**config.mk**
```make
export PLATFORM = sky130hd
export DESIGN_NAME = sha256_digest_add
export DESIGN_NICKNAME = d
export VERILOG_FILES = /design/src/hw/sha256_pkg.sv /design/src/hw/sha256_digest_add.sv
export VERILOG_INCLUDE_DIRS = /design/src /design/src/hw
export SDC_FILE = /design/constraint.sdc
export NUM_CORES = 1
export LEC_CHECK = 0
export ABC_CLOCK_PERIOD_IN_PS = 1200
export BUFFER_PORTS_ARGS = -buffer_cell sky130_fd_sc_hd__buf_2
export CAP_MARGIN = 0
export CELL_PAD_IN_SITES_DETAIL_PLACEMENT = 1
export CELL_PAD_IN_SITES_GLOBAL_PLACEMENT = 1
export CORE_AREA = 2 2 302 304
export CTS_BUF_LIST = sky130_fd_sc_hd__clkbuf_16
export DETAILED_ROUTE_END_ITERATION = 16
export DIE_AREA = 0 0 304 306
export GPL_ROUTABILITY_DRIVEN = 0
export GPL_TIMING_DRIVEN = 0
export PLACE_DENSITY_LB_ADDON = 0.15
export SETUP_SLACK_MARGIN = 0.02
export SYNTH_ARGS = -nofsm -noshare
export SYNTH_HDL_FRONTEND = slang
export SYNTH_SLANG_ARGS = --single-unit
```
**constraint.sdc**
```tcl
create_clock -name CLK -period 1.2 [get_ports CLK]
set_clock_uncertainty 0.05 [all_clocks]
set_input_delay 0.18 -clock CLK [delete_from_list [all_inputs] [get_ports CLK]]
set_output_delay 0.18 -clock CLK [all_outputs]
set_load 0.02 [all_outputs]
```
**src/hw/sha256_defs.svh**
```systemverilog
// ========================================
// SHA-256 miner core constants
// Round range, word sizes and the fixed
// padding of an 80-byte header message
// ========================================

`ifndef SHA256_DEFS_SVH
`define SHA256_DEFS_SVH

`define SHA_WORD_W 32

// The host runs rounds 0 to 3, the core runs the rest
`define SHA_FIRST_ROUND 4
`define SHA_LAST_ROUND 63

// Words kept in the message schedule window
`define SHA_WIN_DEPTH 16

// Word 4 carries the end-of-message bit
`define SHA_PAD_FIRST 32'h8000_0000
// Word 15 holds the length, 640 bits
`define SHA_PAD_LEN 32'h0000_0280

`endif

```
**src/hw/sha256_pkg.sv**
```systemverilog
// ========================================
// SHA-256 shared types and helpers
// Word and bus types, round constants and
// the sigma, choice and majority functions
// ========================================

`include "sha256_defs.svh"

package sha256_pkg;

	typedef logic [`SHA_WORD_W-1:0] word_t;

	// Index 7 is a, index 0 is h
	typedef word_t [7:0] state_t;

	// Index 3 is message word 0, so word 0 sits in bits 127:96
	typedef word_t [3:0] block_t;

	// Index 0 is the newest word W[r-1], index 15 the oldest W[r-16]
	typedef word_t [`SHA_WIN_DEPTH-1:0] window_t;

	localparam word_t k_table [0:63] = '{
		32'h428a2f98, 32'h71374491, 32'hb5c0fbcf, 32'he9b5dba5,
		32'h3956c25b, 32'h59f111f1, 32'h923f82a4, 32'hab1c5ed5,
		32'hd807aa98, 32'h12835b01, 32'h243185be, 32'h550c7dc3,
		32'h72be5d74, 32'h80deb1fe, 32'h9bdc06a7, 32'hc19bf174,
		32'he49b69c1, 32'hefbe4786, 32'h0fc19dc6, 32'h240ca1cc,
		32'h2de92c6f, 32'h4a7484aa, 32'h5cb0a9dc, 32'h76f988da,
		32'h983e5152, 32'ha831c66d, 32'hb00327c8, 32'hbf597fc7,
		32'hc6e00bf3, 32'hd5a79147, 32'h06ca6351, 32'h14292967,
		32'h27b70a85, 32'h2e1b2138, 32'h4d2c6dfc, 32'h53380d13,
		32'h650a7354, 32'h766a0abb, 32'h81c2c92e, 32'h92722c85,
		32'ha2bfe8a1, 32'ha81a664b, 32'hc24b8b70, 32'hc76c51a3,
		32'hd192e819, 32'hd6990624, 32'hf40e3585, 32'h106aa070,
		32'h19a4c116, 32'h1e376c08, 32'h2748774c, 32'h34b0bcb5,
		32'h391c0cb3, 32'h4ed8aa4a, 32'h5b9cca4f, 32'h682e6ff3,
		32'h748f82ee, 32'h78a5636f, 32'h84c87814, 32'h8cc70208,
		32'h90befffa, 32'ha4506ceb, 32'hbef9a3f7, 32'hc67178f2
	};

	function automatic word_t rotr(input word_t x, input int unsigned n);
		return (x >> n) | (x << (`SHA_WORD_W - n));
	endfunction

	// Small sigmas feed the message schedule
	function automatic word_t ssig0(input word_t x);
		return rotr(x, 7) ^ rotr(x, 18) ^ (x >> 3);
	endfunction

	function automatic word_t ssig1(input word_t x);
		return rotr(x, 17) ^ rotr(x, 19) ^ (x >> 10);
	endfunction

	// Big sigmas feed the compression round
	function automatic word_t bsig0(input word_t x);
		return rotr(x, 2) ^ rotr(x, 13) ^ rotr(x, 22);
	endfunction

	function automatic word_t bsig1(input word_t x);
		return rotr(x, 6) ^ rotr(x, 11) ^ rotr(x, 25);
	endfunction

	function automatic word_t ch(input word_t e, input word_t f, input word_t g);
		return (e & f) ^ (~e & g);
	endfunction

	function automatic word_t maj(input word_t a, input word_t b, input word_t c);
		return (a & b) ^ (a & c) ^ (b & c);
	endfunction

endpackage

```
**src/hw/sha256_digest_add.sv**
```systemverilog
// ========================================
// SHA-256 final addition
// Adds the chaining value to the working
// state and registers the digest
// ========================================

`timescale 1ns/1ps

module sha256_digest_add (
	input  logic               CLK,
	input  logic               RST,
	input  logic               advance_i,
	input  logic               valid_i,
	input  sha256_pkg::state_t state_i,
	input  sha256_pkg::state_t chain_i,
	output sha256_pkg::state_t digest_o,
	output logic               valid_o
);
	import sha256_pkg::*;

	state_t sum;

	// Word-wise modular sums with no carry between words
	always_comb begin
		for (int j = 0; j < 8; j++) begin
			sum[j] = state_i[j] + chain_i[j];
		end
	end

	// Bubbles leave a zero digest behind
	always_ff @(posedge CLK or negedge RST) begin
		if (!RST) begin
			digest_o <= '0;
			valid_o <= 1'b0;
		end else if (advance_i) begin
			valid_o <= valid_i;
			if (valid_i)
				digest_o <= sum;
			else
				digest_o <= '0;
		end
	end

endmodule

```
==> results.md, run 1 <==
- Yosys cell types: 96
- Required @ worst endpoint: 1.61 ns
- Cell at the root of the clock tree: sky130_fd_sc_hd__clkbuf_16
- Part of the power in registers: 0.245
- WL final: 126000 um
- Actual transition at the worst max-transition pin: 1.05 ns
- Summed negative setup slack over all endpoints: -143.53 ns
- Routed Antenna Nets: 0
- DRC: 0
- First-pass GRT wire length: 179000 um
- Number of buffer and inverter stages on the critical path: 3
- Origin of the critical flop-to-flop path: digest_o[124]
- H-tree Lvls: 2
- Detailed placement HPWL: 95600 um
- TritonCTS clock tree: done
- Iteration-0 DRC count of the detailed router: 1031
- Initial cell density of the core: 0.249
- Cell type with the highest aggregate area in the netlist: sky130_fd_sc_hd__dfrtp_1
- Total via count after detailed routing: 26000
- Placement row count: 110
- Smallest hold slack: -0.452 ns
- Number of search-and-repair iterations in the first detailed-routing pass: 5
- Pin count of the biggest net entering global routing: 102
- Total global routing track utilization: 0.254
- Clock-pin slew of the registers on the worst-case setup and hold paths: 0.05 ns
- Cells after DPL: 4480
- Hold buffer count at CTS: 15
- Max_slew headroom: 0.297
- Pint: 0.0277 W
- Total leakage power: 17.8 nW
- Core region area: 89600 um2
- Initial antenna violation count: 32
- Cell chain of the critical path: buf_8 -> ha_4 -> inv_2 -> fa_2 -> nor2b_4 -> o211ai_1 -> a2111oi_4 -> buf_4 -> o21ai_4 -> a21oi_2 -> o211ai_1 -> a21o_1 -> a32o_1
- Most common flop cell mapped by yosys: sky130_fd_sc_hd__dfrtp_1
- Total nets after synthesis: 3302
- Fraction of synthesis flops using an asynchronous set or reset pin: 1.00
- Top Family by Delay on Critical Path: compound AO/OA/AOI/OAI gates
- Switching part of the total power: 0.381
- Post-layout total power: 0.0447 W
- Hold Path Class: in2async
- Post-Route Utilization: 0.438
- Fraction of post-synthesis cell area in the top cell type by area: 0.288
- Post-layout nets: 4498
- Biggest fanout along the worst timing path: 3
- Area of the die: 93000 um2
- Vias per cell: 5.27
- Width of the die: 304 um
- PnR worst setup slack: -0.906 ns
- Netlist Area Pre-Place: 22300 um2
- Power density cells: 1140 nW/um2
- Number of enable flip-flop cells after synthesis: 0
- Clock Latency Late Sink: 0.58 ns
- Critical Path Slowest Stage Cell: sky130_fd_sc_hd__fa_2
- Port buffer count: 772
- Net switching component of the power: 0.0170 W
- Final Non-Filler Cells: 4936
- Average cell area after synthesis: 8.83 um2
- Area of combinational cells with multiple inputs: 19400 um2
- Clock buffers created by TritonCTS: 39
- Launching element of the worst setup path: chain_i[32]
- Floorplan die height: 306 um
- Setup repair after global routing missed its margin: true
- Fraction of final layout cells with drive strength greater than 1: 0.499
- Failing checks: hold timing, setup timing
- CP Data Arrival Time: 2.51 ns
- Run status: complete, but fails checks
- Number of hold violations in the final report: 71
- Proportion of synthesized chip area in sequential cells: 0.288
- Clock Path Buffers: 3
- Cell occurring most often along the worst timing path: sky130_fd_sc_hd__o211ai_1
- Largest cells by area after synthesis: sky130_fd_sc_hd__dfrtp_1 29%, sky130_fd_sc_hd__ha_1 14%, sky130_fd_sc_hd__a22o_1 5.8%, sky130_fd_sc_hd__a21oi_1 5.2%, sky130_fd_sc_hd__xnor2_1 4.4%
- Via count of the first global-routing pass: 27400
- Setup crit end kind: flop
- Final min period: 2.11 ns
- Count of yosys warnings during synthesis: 0
- Synthesized instance count: 2530
- Crit Path Class: in2reg
- Layout overhead on the synthesized area: 75.6%
- Number of top-level pins: 773
- Peak clock frequency supported by timing: 475 MHz
- Largest stage delay on the critical path: 0.36 ns
- Storage element area: 6430 um2
- Final setup violation count: 461
- Max-cap violation count: 0
- Final worst-path cycle share: 1.76
- Combinational power share: 0.483
- Count of pins over their slew limit: 0
- Peak VDD IR: 919 uV
- Clock share of power: 0.272
- Wirelength per Cell: 25.6 um
- Element type at the critical path start: input pin
- Sinks on the clock net: 257
- Remaining global-route overflow: 0
- Number of inserted filler cells in the final layout: 10200
- Seq cells post-synth: 257
[per-stage QoR]
| step | hold slack [ns] | cell area, um2 | setup slack (ns) |
|---|---|---|---|
| finish | -0.452 | 39200 | -0.906 |
| global route | -0.418 | 39200 | -1.03 |
| CTS | -0.439 | 34800 | -0.911 |
| detailed placement | 0.189 | 29900 | -1.88 |
| global placement | 0.412 | 29900 | -5.77 |
| floorplan | -0.166 | 24500 | -1.19 |
[synth_stat cells (9+ instances only)]
cell and n:
sky130_fd_sc_hd__a211o_1 13, sky130_fd_sc_hd__a211oi_1 29, sky130_fd_sc_hd__a21boi_0 12, sky130_fd_sc_hd__a21o_1 105
sky130_fd_sc_hd__a21oi_1 234, sky130_fd_sc_hd__a22o_1 149, sky130_fd_sc_hd__a31oi_1 27, sky130_fd_sc_hd__a32o_1 23
sky130_fd_sc_hd__and2_1 14, sky130_fd_sc_hd__and3_1 25, sky130_fd_sc_hd__and4_1 10, sky130_fd_sc_hd__buf_1 13
sky130_fd_sc_hd__clkbuf_1 92, sky130_fd_sc_hd__dfrtp_1 257, sky130_fd_sc_hd__ha_1 248, sky130_fd_sc_hd__inv_1 106
sky130_fd_sc_hd__nand2_1 171, sky130_fd_sc_hd__nand2b_1 22, sky130_fd_sc_hd__nand3_1 63, sky130_fd_sc_hd__nand4_1 36
sky130_fd_sc_hd__nor2_1 128, sky130_fd_sc_hd__nor2b_1 28, sky130_fd_sc_hd__nor3_1 44, sky130_fd_sc_hd__o2111ai_1 9
sky130_fd_sc_hd__o211ai_1 31, sky130_fd_sc_hd__o21a_1 33, sky130_fd_sc_hd__o21ai_0 147, sky130_fd_sc_hd__o21bai_1 19
sky130_fd_sc_hd__o2bb2ai_1 9, sky130_fd_sc_hd__o31ai_1 27, sky130_fd_sc_hd__o32ai_1 19, sky130_fd_sc_hd__or2_2 14
sky130_fd_sc_hd__or3_1 24, sky130_fd_sc_hd__xnor2_1 113, sky130_fd_sc_hd__xor2_1 57
[sequential cells by signal, summed over array words and instances (netlist names)]
register and flops:
digest_o 256, valid_o 1
[what timing repair did]
item,in CTS,in global routing
setup endpoints to repair,514,495
buffers inserted,192,226
pin swaps,308,243
resized for setup,467,933
endpoints found under the hold margin,84,71
[cell type report]
cell class / instances / area share
Buffer: 98 / 0.0192
Tap cell: 1176 / 0.0375
Clock buffer: 41 / 0.0261
Timing Repair Buffer: 1169 / 0.241
Antenna cell: 5 / 0.000319
Multi-Input combinational cell: 2055 / 0.495
Inverter: 106 / 0.0102
Clock inverter: 29 / 0.00695
Sequential cell: 257 / 0.164
[cell usage in the layout (no fill, tap or decap), types with 16 or more instances in the layout]
cell	n
sky130_fd_sc_hd__nor2_1	107
sky130_fd_sc_hd__a22o_1	149
sky130_fd_sc_hd__nand4_1	36
sky130_fd_sc_hd__buf_6	412
sky130_fd_sc_hd__o21bai_1	16
sky130_fd_sc_hd__buf_4	296
sky130_fd_sc_hd__a21oi_1	137
sky130_fd_sc_hd__a21oi_2	70
sky130_fd_sc_hd__or3_1	22
sky130_fd_sc_hd__xor2_1	46
sky130_fd_sc_hd__nor3_1	32
sky130_fd_sc_hd__ha_1	121
sky130_fd_sc_hd__xnor2_1	86
sky130_fd_sc_hd__nand2_1	145
sky130_fd_sc_hd__nand2b_1	17
sky130_fd_sc_hd__clkbuf_4	17
sky130_fd_sc_hd__a32o_1	23
sky130_fd_sc_hd__o211ai_1	31
sky130_fd_sc_hd__o21ai_0	79
sky130_fd_sc_hd__xnor2_2	25
sky130_fd_sc_hd__clkbuf_1	30
sky130_fd_sc_hd__dfrtp_1	254
sky130_fd_sc_hd__nand3_1	60
sky130_fd_sc_hd__nor2b_1	21
sky130_fd_sc_hd__a21o_1	105
sky130_fd_sc_hd__ha_2	19
sky130_fd_sc_hd__buf_8	18
sky130_fd_sc_hd__o21ai_1	27
sky130_fd_sc_hd__o21a_1	29
sky130_fd_sc_hd__clkbuf_16	42
sky130_fd_sc_hd__inv_1	100
sky130_fd_sc_hd__buf_2	442
sky130_fd_sc_hd__a211oi_4	17
sky130_fd_sc_hd__ha_4	108
sky130_fd_sc_hd__and3_1	21
sky130_fd_sc_hd__a21oi_4	28
sky130_fd_sc_hd__o21ai_2	38
sky130_fd_sc_hd__clkbuf_8	17
sky130_fd_sc_hd__nand2_2	21
[layer usage]
layer	up-vias	global-route usage	wire length (um)
li1	12000	-	-
met1	12900	0.293	49900
met2	756	0.441	61900
met3	272	0.0727	8070
met4	42	0.106	6120
met5	-	0	264
[power by group through the flow]
stage | clock, W | sequential [W] | combinational [W]
after floorplan | 0 | 0.0121 | 0.00824
after global placement | 0 | 0.0108 | 0.0155
after detailed placement | 0 | 0.0108 | 0.0157
after CTS | 0.0125 | 0.0107 | 0.0179
after global routing | 0.0128 | 0.0111 | 0.0230
final | 0.0122 | 0.0110 | 0.0216
[cells by family after synthesis]
logic type,Yosys count,synth area share
flip-flops,257,0.288
adder cells (fa/ha/maj),256,0.146
AO/OA/AOI/OAI,1008,0.321
buffers and inverters,218,0.0401
XOR/XNOR,170,0.0666
multiplexers,2,0.000896
AND/OR/NAND/NOR,619,0.138
[final timing paths]
check / to / slack [ns] / cells after the start
setup / recovery: digest_o[62] / -0.91 / 13
hold / removal: digest_o[104] / -0.45 / 1
setup reg to reg: digest_o[124] / 0.05 / 3
hold reg to reg: digest_o[195] / 0.46 / 2
max in group asynchronous: digest_o[250] / 0.48 / 2
min in group CLK: digest_o[33] / 0.03 / 4
No activity file was read; power rests on OpenSTA's default activity.
==> run 2, diff against run 1 <==
--- a/config.mk
+++ b/config.mk
@@ -6,18 +6,20 @@
 export SDC_FILE = /design/constraint.sdc
 export NUM_CORES = 1
 export LEC_CHECK = 0
+export ABC_AREA = 1
 export ABC_CLOCK_PERIOD_IN_PS = 1200
 export BUFFER_PORTS_ARGS = -buffer_cell sky130_fd_sc_hd__buf_2
 export CAP_MARGIN = 0
 export CELL_PAD_IN_SITES_DETAIL_PLACEMENT = 1
 export CELL_PAD_IN_SITES_GLOBAL_PLACEMENT = 1
-export CORE_AREA = 2 2 302 304
+export CORE_AREA = 2 2 300 302
 export CTS_BUF_LIST = sky130_fd_sc_hd__clkbuf_16
 export DETAILED_ROUTE_END_ITERATION = 16
-export DIE_AREA = 0 0 304 306
+export DIE_AREA = 0 0 302 304
 export GPL_ROUTABILITY_DRIVEN = 0
 export GPL_TIMING_DRIVEN = 0
 export PLACE_DENSITY_LB_ADDON = 0.15
+export REMOVE_ABC_BUFFERS = 1
 export SETUP_SLACK_MARGIN = 0.02
 export SYNTH_ARGS = -nofsm -noshare
 export SYNTH_HDL_FRONTEND = slang
==> run 2 against run 1 <==
The flow still finishes with violations (hold timing, setup timing). Critical path depth decreased by 3. Maximum frequency up 44%. Register-to-register slack improved by 0.09 ns. Largest cell class unchanged. Highest routed layer unchanged.
==> results.md, run 2 <==
- Fraction of synthesis flops using an asynchronous set or reset pin: 1.00 (unchanged)
- Netlist Area Pre-Place: 28200 um2 (+26%)
- Run status: complete, but fails checks
- DRC: 0 (unchanged)
- Most flops, register: digest_o
- Fraction of final layout cells with drive strength greater than 1: 0.352 (-0.148)
- Crit Path Class: in2reg
- Pin count of the biggest net entering global routing: 91 (-11%)
- WL final: 149000 um (+18%)
- Most frequently used cell type in the post-synthesis netlist: sky130_fd_sc_hd__nand2_1
- Post-layout total power: 0.0450 W (+0.54%)
- Number of buffer and inverter stages on the critical path: 2 (-1)
- Cell chain of the critical path: buf_2 -> ha_4 -> nand2_1 -> nand2_1 -> inv_1 -> nand2_1 -> nand2_1 -> nand3_2 -> o21ai_0 -> nand2_1
- Port buffer count: 772 (unchanged)
- Via count of the first global-routing pass: 36400 (+33%)
- Max_slew headroom: 0.551 (+0.254)
- Cell at the root of the clock tree: sky130_fd_sc_hd__clkbuf_16
- Count of pins over their slew limit: 0 (unchanged)
- Actual transition at the worst max-transition pin: 0.667 ns (-0.388 ns)
- Number of enable flip-flop cells after synthesis: 0 (unchanged)
- Area of the die: 91800 um2 (-1.3%)
- Biggest fanout along the worst timing path: 5 (+2)
- Cell occurring most often along the worst timing path: sky130_fd_sc_hd__nand2_1
- Required @ worst endpoint: 1.59 ns (-0.02 ns)
- Number of hold violations in the final report: 138 (+94%)
- Wirelength per Cell: 20.2 um (-21%)
- Total global routing track utilization: 0.286 (+0.0318)
- Clock Path Buffers: 3 (unchanged)
- TritonCTS clock tree: done
- Synthesized instance count: 5021 (+98%)
- Initial cell density of the core: 0.317 (+0.0672)
- Peak clock frequency supported by timing: 685 MHz (+44%)
- PnR worst setup slack: -0.260 ns (+0.647 ns)
- Proportion of synthesized chip area in sequential cells: 0.228 (-0.0597)
- Setup repair after global routing missed its margin: true
- Initial antenna violation count: 51 (+59%)
- Detailed placement HPWL: 103000 um (+8.3%)
- Layout overhead on the synthesized area: 60.7%
- Reg-to-reg slack, setup: 0.14 ns (+0.09 ns)
- Clock buffers created by TritonCTS: 40 (+2.6%)
- Failing checks: hold timing, setup timing
- Core region area: 89000 um2 (-0.61%)
- Number of flip-flops under the largest register name: 256 (unchanged)
- Hold Path Class: in2async
- First-pass GRT wire length: 205000 um (+15%)
- Seq cells post-synth: 257 (unchanged)
- Iteration-0 DRC count of the detailed router: 1610 (+56%)
- Number of search-and-repair iterations in the first detailed-routing pass: 5 (unchanged)
- Total via count after detailed routing: 36600 (+41%)
- Commonest cells after routing, fill and taps aside: 1940 x sky130_fd_sc_hd__nand2_1, 891 x sky130_fd_sc_hd__inv_1, 497 x sky130_fd_sc_hd__buf_2
- Max-cap violation count: 0 (unchanged)
- Post-layout nets: 6892 (+53%)
- Final setup violation count: 295 (-36%)
- Most common library cells after synthesis: 2269 x sky130_fd_sc_hd__nand2_1, 938 x sky130_fd_sc_hd__inv_1, 333 x sky130_fd_sc_hd__nor2_1
- Clock-pin slew of the registers on the worst-case setup and hold paths: 0.06 ns (about the same)
- Setup crit end kind: flop
- Most common flop cell mapped by yosys: sky130_fd_sc_hd__dfrtp_1
- Largest stage delay on the critical path: 0.57 ns (+0.21 ns)
- Remaining global-route overflow: 0 (unchanged)
- Count of yosys warnings during synthesis: 0 (unchanged)
- Final min period: 1.46 ns (-0.647 ns)
- Element type at the critical path start: input pin
- Leading cell type in the layout, fill and taps excluded: sky130_fd_sc_hd__nand2_1
- Smallest hold slack: -0.546 ns (-0.0932 ns)
- Summed negative setup slack over all endpoints: -41.66 ns (+101.87 ns)
- Final worst-path cycle share: 1.22 (-0.539)
- Placed inst area: 33500 um2 (+12%)
- Largest registers: digest_o: 256 flops, valid_o: 1 flops
- Largest cells by area after synthesis: sky130_fd_sc_hd__nand2_1 30%, sky130_fd_sc_hd__dfrtp_1 23%, sky130_fd_sc_hd__inv_1 12%, sky130_fd_sc_hd__ha_1 11%, sky130_fd_sc_hd__nand3_1 5.5%
- Vias per cell: 4.97 (-5.7%)
- Sinks on the clock net: 257 (unchanged)
- Cell type with the highest aggregate area in the netlist: sky130_fd_sc_hd__nand2_1
- Critical Path Slowest Stage Cell: sky130_fd_sc_hd__o21ai_0
- Total leakage power: 25.0 nW (+41%)
- Average cell area after synthesis: 5.62 um2 (-36%)
- H-tree Lvls: 2 (unchanged)
- CP Data Arrival Time: 1.85 ns (-0.66 ns)
- Yosys cell types: 32 (-67%)
- Routed Antenna Nets: 0 (unchanged)
- Clock Latency Late Sink: 0.59 ns (about the same)
- Width of the die: 302 um (-0.66%)
- Placement row count: 110 (unchanged)
- Floorplan die height: 304 um (-0.65%)
- Peak VDD IR: 1400 uV (+53%)
- Power density cells: 992 nW/um2 (-13%)
- Top Family by Delay on Critical Path: simple AND/OR/NAND/NOR gates
- Number of top-level pins: 773 (unchanged)
- Fraction of post-synthesis cell area in the top cell type by area: 0.302 (+0.0143)
- Design Area, Final: 45300 um2 (+15%)
run 2: cell types whose count changed in the layout (fill, tap and decap cells not counted), moves of 96 or more:
| cell | change |
|---|---|
| sky130_fd_sc_hd__nand3_1 | +141 |
| sky130_fd_sc_hd__nand2_1 | +1795 |
| sky130_fd_sc_hd__buf_6 | -128 |
| sky130_fd_sc_hd__ha_4 | +96 |
| sky130_fd_sc_hd__nor2_1 | +100 |
| sky130_fd_sc_hd__inv_1 | +791 |
| sky130_fd_sc_hd__nand2_2 | +265 |
| sky130_fd_sc_hd__a22o_1 | -141 |
| sky130_fd_sc_hd__ha_1 | -97 |
| sky130_fd_sc_hd__a21o_1 | -97 |
run 2: logic make-up after synthesis:
family | after synthesis | share of synthesized area
AND/OR/NAND/NOR | 3056 | 0.434
buffers and inverters | 1002 | 0.134
AO/OA/AOI/OAI | 442 | 0.0861
flip-flops | 257 | 0.228
adder cells (fa/ha/maj) | 256 | 0.116
XOR/XNOR | 8 | 0.00248
run 2: power by group:
group / switching [W] / internal, W
sequential: 0.000969 / 0.00977
clock: 0.00522 / 0.00686
combinational: 0.0127 / 0.00938
run 2: per-layer routing:
layer,track usage,routed length (um),vias up
met5,0,142,-
met4,0.141,9330,24
met3,0.0506,7400,461
met2,0.490,72300,1027
met1,0.343,60000,17500
li1,-,-,17600
run 2: worst register-to-register path, cell delays in order, from the launching register on:
cell and delay [ns]:
sky130_fd_sc_hd__dfrtp_1 0.41, sky130_fd_sc_hd__buf_4 0.14, sky130_fd_sc_hd__buf_4 0.12, sky130_fd_sc_hd__a22o_1 0.22
run 2: worst paths after layout:
check | from | end | depth (start not counted)
max | state_i[164] | digest_o[169] | 10
min | RST | digest_o[140] | 1
max reg2reg | digest_o[0] | digest_o[0] | 3
min reg2reg | digest_o[95] | digest_o[95] | 2
max in group asynchronous | RST | digest_o[132] | 3
min in group CLK | chain_i[134] | digest_o[134] | 4
run 2: layout make-up:
cell class | instances | area, um2
Clock buffer | 41 | 1030
Tap cell | 1176 | 1470
Antenna cell | 46 | 115
Sequential cell | 257 | 6440
Multi-Input combinational cell | 3763 | 23800
Clock inverter | 33 | 249
Timing Repair Buffer | 1109 | 8560
Timing Repair inverter | 2 | 17.5
Inverter | 947 | 3600
Fill cell | 11700 | 43700
run 2: per-stage QoR:
step           std cells  utilization  worst slack [ns]  hold slack [ns]
4_1_cts             7174        0.445            -0.270           -0.451
3_3_place_gp        6914        0.374             -8.64            0.409
3_5_place_dp        6920        0.376             -1.41            0.182
2_1_floorplan       4966            -             -3.94           -0.166
6_report            7374        0.509            -0.260           -0.546
5_1_grt             7368        0.509            -0.374           -0.518
run 2: what timing repair did:
item	4_1_cts	5_1_grt
hold buffers	68	7
pin swaps	56	240
resized for setup	911	1014
endpoints found under the setup margin	486	541
endpoints found under the hold margin	145	94
cloned	6	0
setup buffers	106	147
==> run 3, diff against run 2 <==
--- a/config.mk
+++ b/config.mk
@@ -14,13 +14,14 @@
 export CELL_PAD_IN_SITES_GLOBAL_PLACEMENT = 1
 export CORE_AREA = 2 2 300 302
 export CTS_BUF_LIST = sky130_fd_sc_hd__clkbuf_16
+export CTS_CLUSTER_SIZE = 14
 export DETAILED_ROUTE_END_ITERATION = 16
 export DIE_AREA = 0 0 302 304
 export GPL_ROUTABILITY_DRIVEN = 0
 export GPL_TIMING_DRIVEN = 0
 export PLACE_DENSITY_LB_ADDON = 0.15
 export REMOVE_ABC_BUFFERS = 1
-export SETUP_SLACK_MARGIN = 0.02
+export SETUP_SLACK_MARGIN = 0.05
 export SYNTH_ARGS = -nofsm -noshare
 export SYNTH_HDL_FRONTEND = slang
 export SYNTH_SLANG_ARGS = --single-unit
==> run 3 against run 2 <==
The flow still finishes with violations (hold timing, setup timing). Final cell count grew 0.64%. Largest power group unchanged. Register-to-register slack lost 0.13 ns. Combinational power grew 6%. Final area grew 3.4%.
==> results.md, run 3 (synthesis results as in run 2) <==
- Final setup violation count: 322 (+9.2%)
- Remaining global-route overflow: 0 (unchanged)
- Core region area: 89000 um2 (unchanged)
- Most flops, register: digest_o
- Clock-pin slew of the registers on the worst-case setup and hold paths: 0.06 ns (about the same)
- Element type at the critical path start: flop
- Detailed placement HPWL: 103000 um (unchanged)
- Via count of the first global-routing pass: 37000 (+1.6%)
- Hold Path Class: in2async
- Critical Path Slowest Stage Cell: sky130_fd_sc_hd__dfrtp_1
- Iteration-0 DRC count of the detailed router: 2098 (+30%)
- Pint: 0.0265 W (+1.9%)
- TritonCTS clock tree: done
- Setup crit end kind: primary output
- Final worst-path cycle share: 1.24 (+0.0267)
- Smallest hold slack: -0.559 ns (-0.0129 ns)
- Setup repair after global routing missed its margin: true
- Combinational power share: 0.504 (+0.012)
- Clock Path Buffers: 3 (unchanged)
- Width of the die: 302 um (unchanged)
- Initial cell density of the core: 0.317 (unchanged)
- Peak VDD IR: 1420 uV (+1.4%)
- Number of buffer and inverter stages on the critical path: 1 (-1)
- WL final: 161000 um (+7.9%)
- Pin count of the biggest net entering global routing: 91 (unchanged)
- Area of the die: 91800 um2 (unchanged)
- Actual transition at the worst max-transition pin: 0.673 ns (+0.00658 ns)
- Placed inst area: 33500 um2 (unchanged)
- Cell chain of the critical path: buf_6
- Number of search-and-repair iterations in the first detailed-routing pass: 7 (+2)
- Layout overhead on the synthesized area: 66.2%
- Required @ worst endpoint: 0.97 ns (-0.62 ns)
- Failing checks: hold timing, setup timing
- Power density cells: 991 nW/um2 (-0.12%)
- Net switching component of the power: 0.0199 W (+5.1%)
- Top Family by Delay on Critical Path: flip-flops
- Peak clock frequency supported by timing: 670 MHz (-2.2%)
- CP Data Arrival Time: 1.26 ns (-0.59 ns)
- DRC: 0 (unchanged)
- Total leakage power: 25.6 nW (+2.4%)
- Biggest fanout along the worst timing path: 2 (-3)
- Wirelength per Cell: 21.7 um (+7.2%)
- Run status: complete, but fails checks
- Vias per cell: 5.09 (+2.5%)
- Total global routing track utilization: 0.292 (+0.00543)
- Port buffer count: 772 (unchanged)
- Floorplan die height: 304 um (unchanged)
- Design Area, Final: 46900 um2 (+3.4%)
- Max-cap violation count: 0 (unchanged)
- Commonest cells after routing, fill and taps aside: 1857 x sky130_fd_sc_hd__nand2_1, 871 x sky130_fd_sc_hd__inv_1, 483 x sky130_fd_sc_hd__buf_2
- Largest registers: digest_o: 256 flops, valid_o: 1 flops
- Clock buffers created by TritonCTS: 40 (unchanged)
- Clock Latency Late Sink: 0.59 ns (about the same)
- Post-layout nets: 6929 (+0.54%)
- Initial antenna violation count: 61 (+20%)
- Cell at the root of the clock tree: sky130_fd_sc_hd__clkbuf_16
- First-pass GRT wire length: 210000 um (+2.0%)
- Sinks on the clock net: 257 (unchanged)
- Count of pins over their slew limit: 0 (unchanged)
- Largest stage delay on the critical path: 0.50 ns (-0.07 ns)
- Post-Route Utilization: 0.526 (+0.0173)
- Final Non-Filler Cells: 7421 (+0.64%)
- Part of the power in registers: 0.232 (-0.007)
- Leading cell type in the layout, fill and taps excluded: sky130_fd_sc_hd__nand2_1
- Fraction of final layout cells with drive strength greater than 1: 0.377 (+0.0259)
- Clock share of power: 0.264 (-0.005)
- Switching part of the total power: 0.429 (+0.00755)
- Crit Path Class: reg2out
- H-tree Lvls: 2 (unchanged)
- Routed Antenna Nets: 0 (unchanged)
- Cells after DPL: 6920 (unchanged)
- Number of top-level pins: 773 (unchanged)
- Number of flip-flops under the largest register name: 256 (unchanged)
- PnR worst setup slack: -0.292 ns (-0.0321 ns)
- Number of hold violations in the final report: 170 (+23%)
- Summed negative setup slack over all endpoints: -45.34 ns (-3.68 ns)
- Final min period: 1.49 ns (+0.0321 ns)
- Placement row count: 110 (unchanged)
- Max_slew headroom: 0.551 (about the same)
- Total via count after detailed routing: 37800 (+3.1%)
- Reg-to-reg slack, setup: 0.01 ns (-0.13 ns)
run 3: cell count changes in the layout (fill, tap and decap cells not counted), moves of 13 or more:
cell / before / now
sky130_fd_sc_hd__buf_2: 497 / 483
sky130_fd_sc_hd__nand2_1: 1940 / 1857
sky130_fd_sc_hd__inv_2: 50 / 66
sky130_fd_sc_hd__inv_1: 891 / 871
sky130_fd_sc_hd__nand2_4: 71 / 106
sky130_fd_sc_hd__ha_4: 204 / 220
sky130_fd_sc_hd__buf_6: 284 / 297
sky130_fd_sc_hd__nand2_2: 286 / 330
sky130_fd_sc_hd__nand3_1: 201 / 180
sky130_fd_sc_hd__dlygate4sd3_1: 75 / 92
run 3: through the flow:
stage                     setup slack [ns]  power (W)  hold slack [ns]
after detailed placement             -1.41     0.0254            0.182
after global routing                -0.304     0.0487           -0.533
after floorplan                      -3.94     0.0196           -0.166
after CTS                           -0.270     0.0416           -0.451
final                               -0.292     0.0464           -0.559
after global placement               -8.64     0.0252            0.409
run 3: area by class of cell:
cell class | instances | area, um2
fill | 11500 | 42200
multi-input combinational | 3763 | 24800
timing repair buffer | 1146 | 9060
sequential | 257 | 6440
inverter | 947 | 3620
tap | 1176 | 1470
clock buffer | 41 | 1030
clock inverter | 33 | 249
antenna | 56 | 140
timing repair inverter | 2 | 17.5
run 3: repair_timing:
action	4_1_cts	5_1_grt
buffers inserted	110	161
hold buffers	89	5
cloned	6	1
endpoints found under the setup margin	495	538
pin swaps	78	341
endpoints found under the hold margin	166	93
gates resized for setup	1031	1169
run 3: power by group through the flow:
stage / Combinational, W / Sequential, W / Clock (W)
after floorplan: 0.00775 / 0.0118 / 0
after global placement: 0.0147 / 0.0105 / 0
after detailed placement: 0.0149 / 0.0105 / 0
after CTS: 0.0186 / 0.0107 / 0.0124
after global routing: 0.0251 / 0.0109 / 0.0128
final: 0.0234 / 0.0108 / 0.0122
run 3: path summary, 6_finish.rpt:
| check | startpoint | depth (start not counted) | endpoint |
|---|---|---|---|
| max | digest_o[77] | 1 | digest_o[77] |
| min | RST | 1 | digest_o[138] |
| max reg2reg | digest_o[237] | 4 | digest_o[237] |
| min reg2reg | digest_o[183] | 2 | digest_o[183] |
| max in group asynchronous | RST | 3 | digest_o[132] |
| min in group CLK | chain_i[239] | 4 | digest_o[239] |
run 3: routing by layer:
metal,global-route usage,part of all wire,vias to the layer above
li1,-,-,17700
met1,0.348,0.39,18100
met2,0.501,0.48,1329
met3,0.0481,0.059,563
met4,0.149,0.072,20
met5,0,0.00078,-
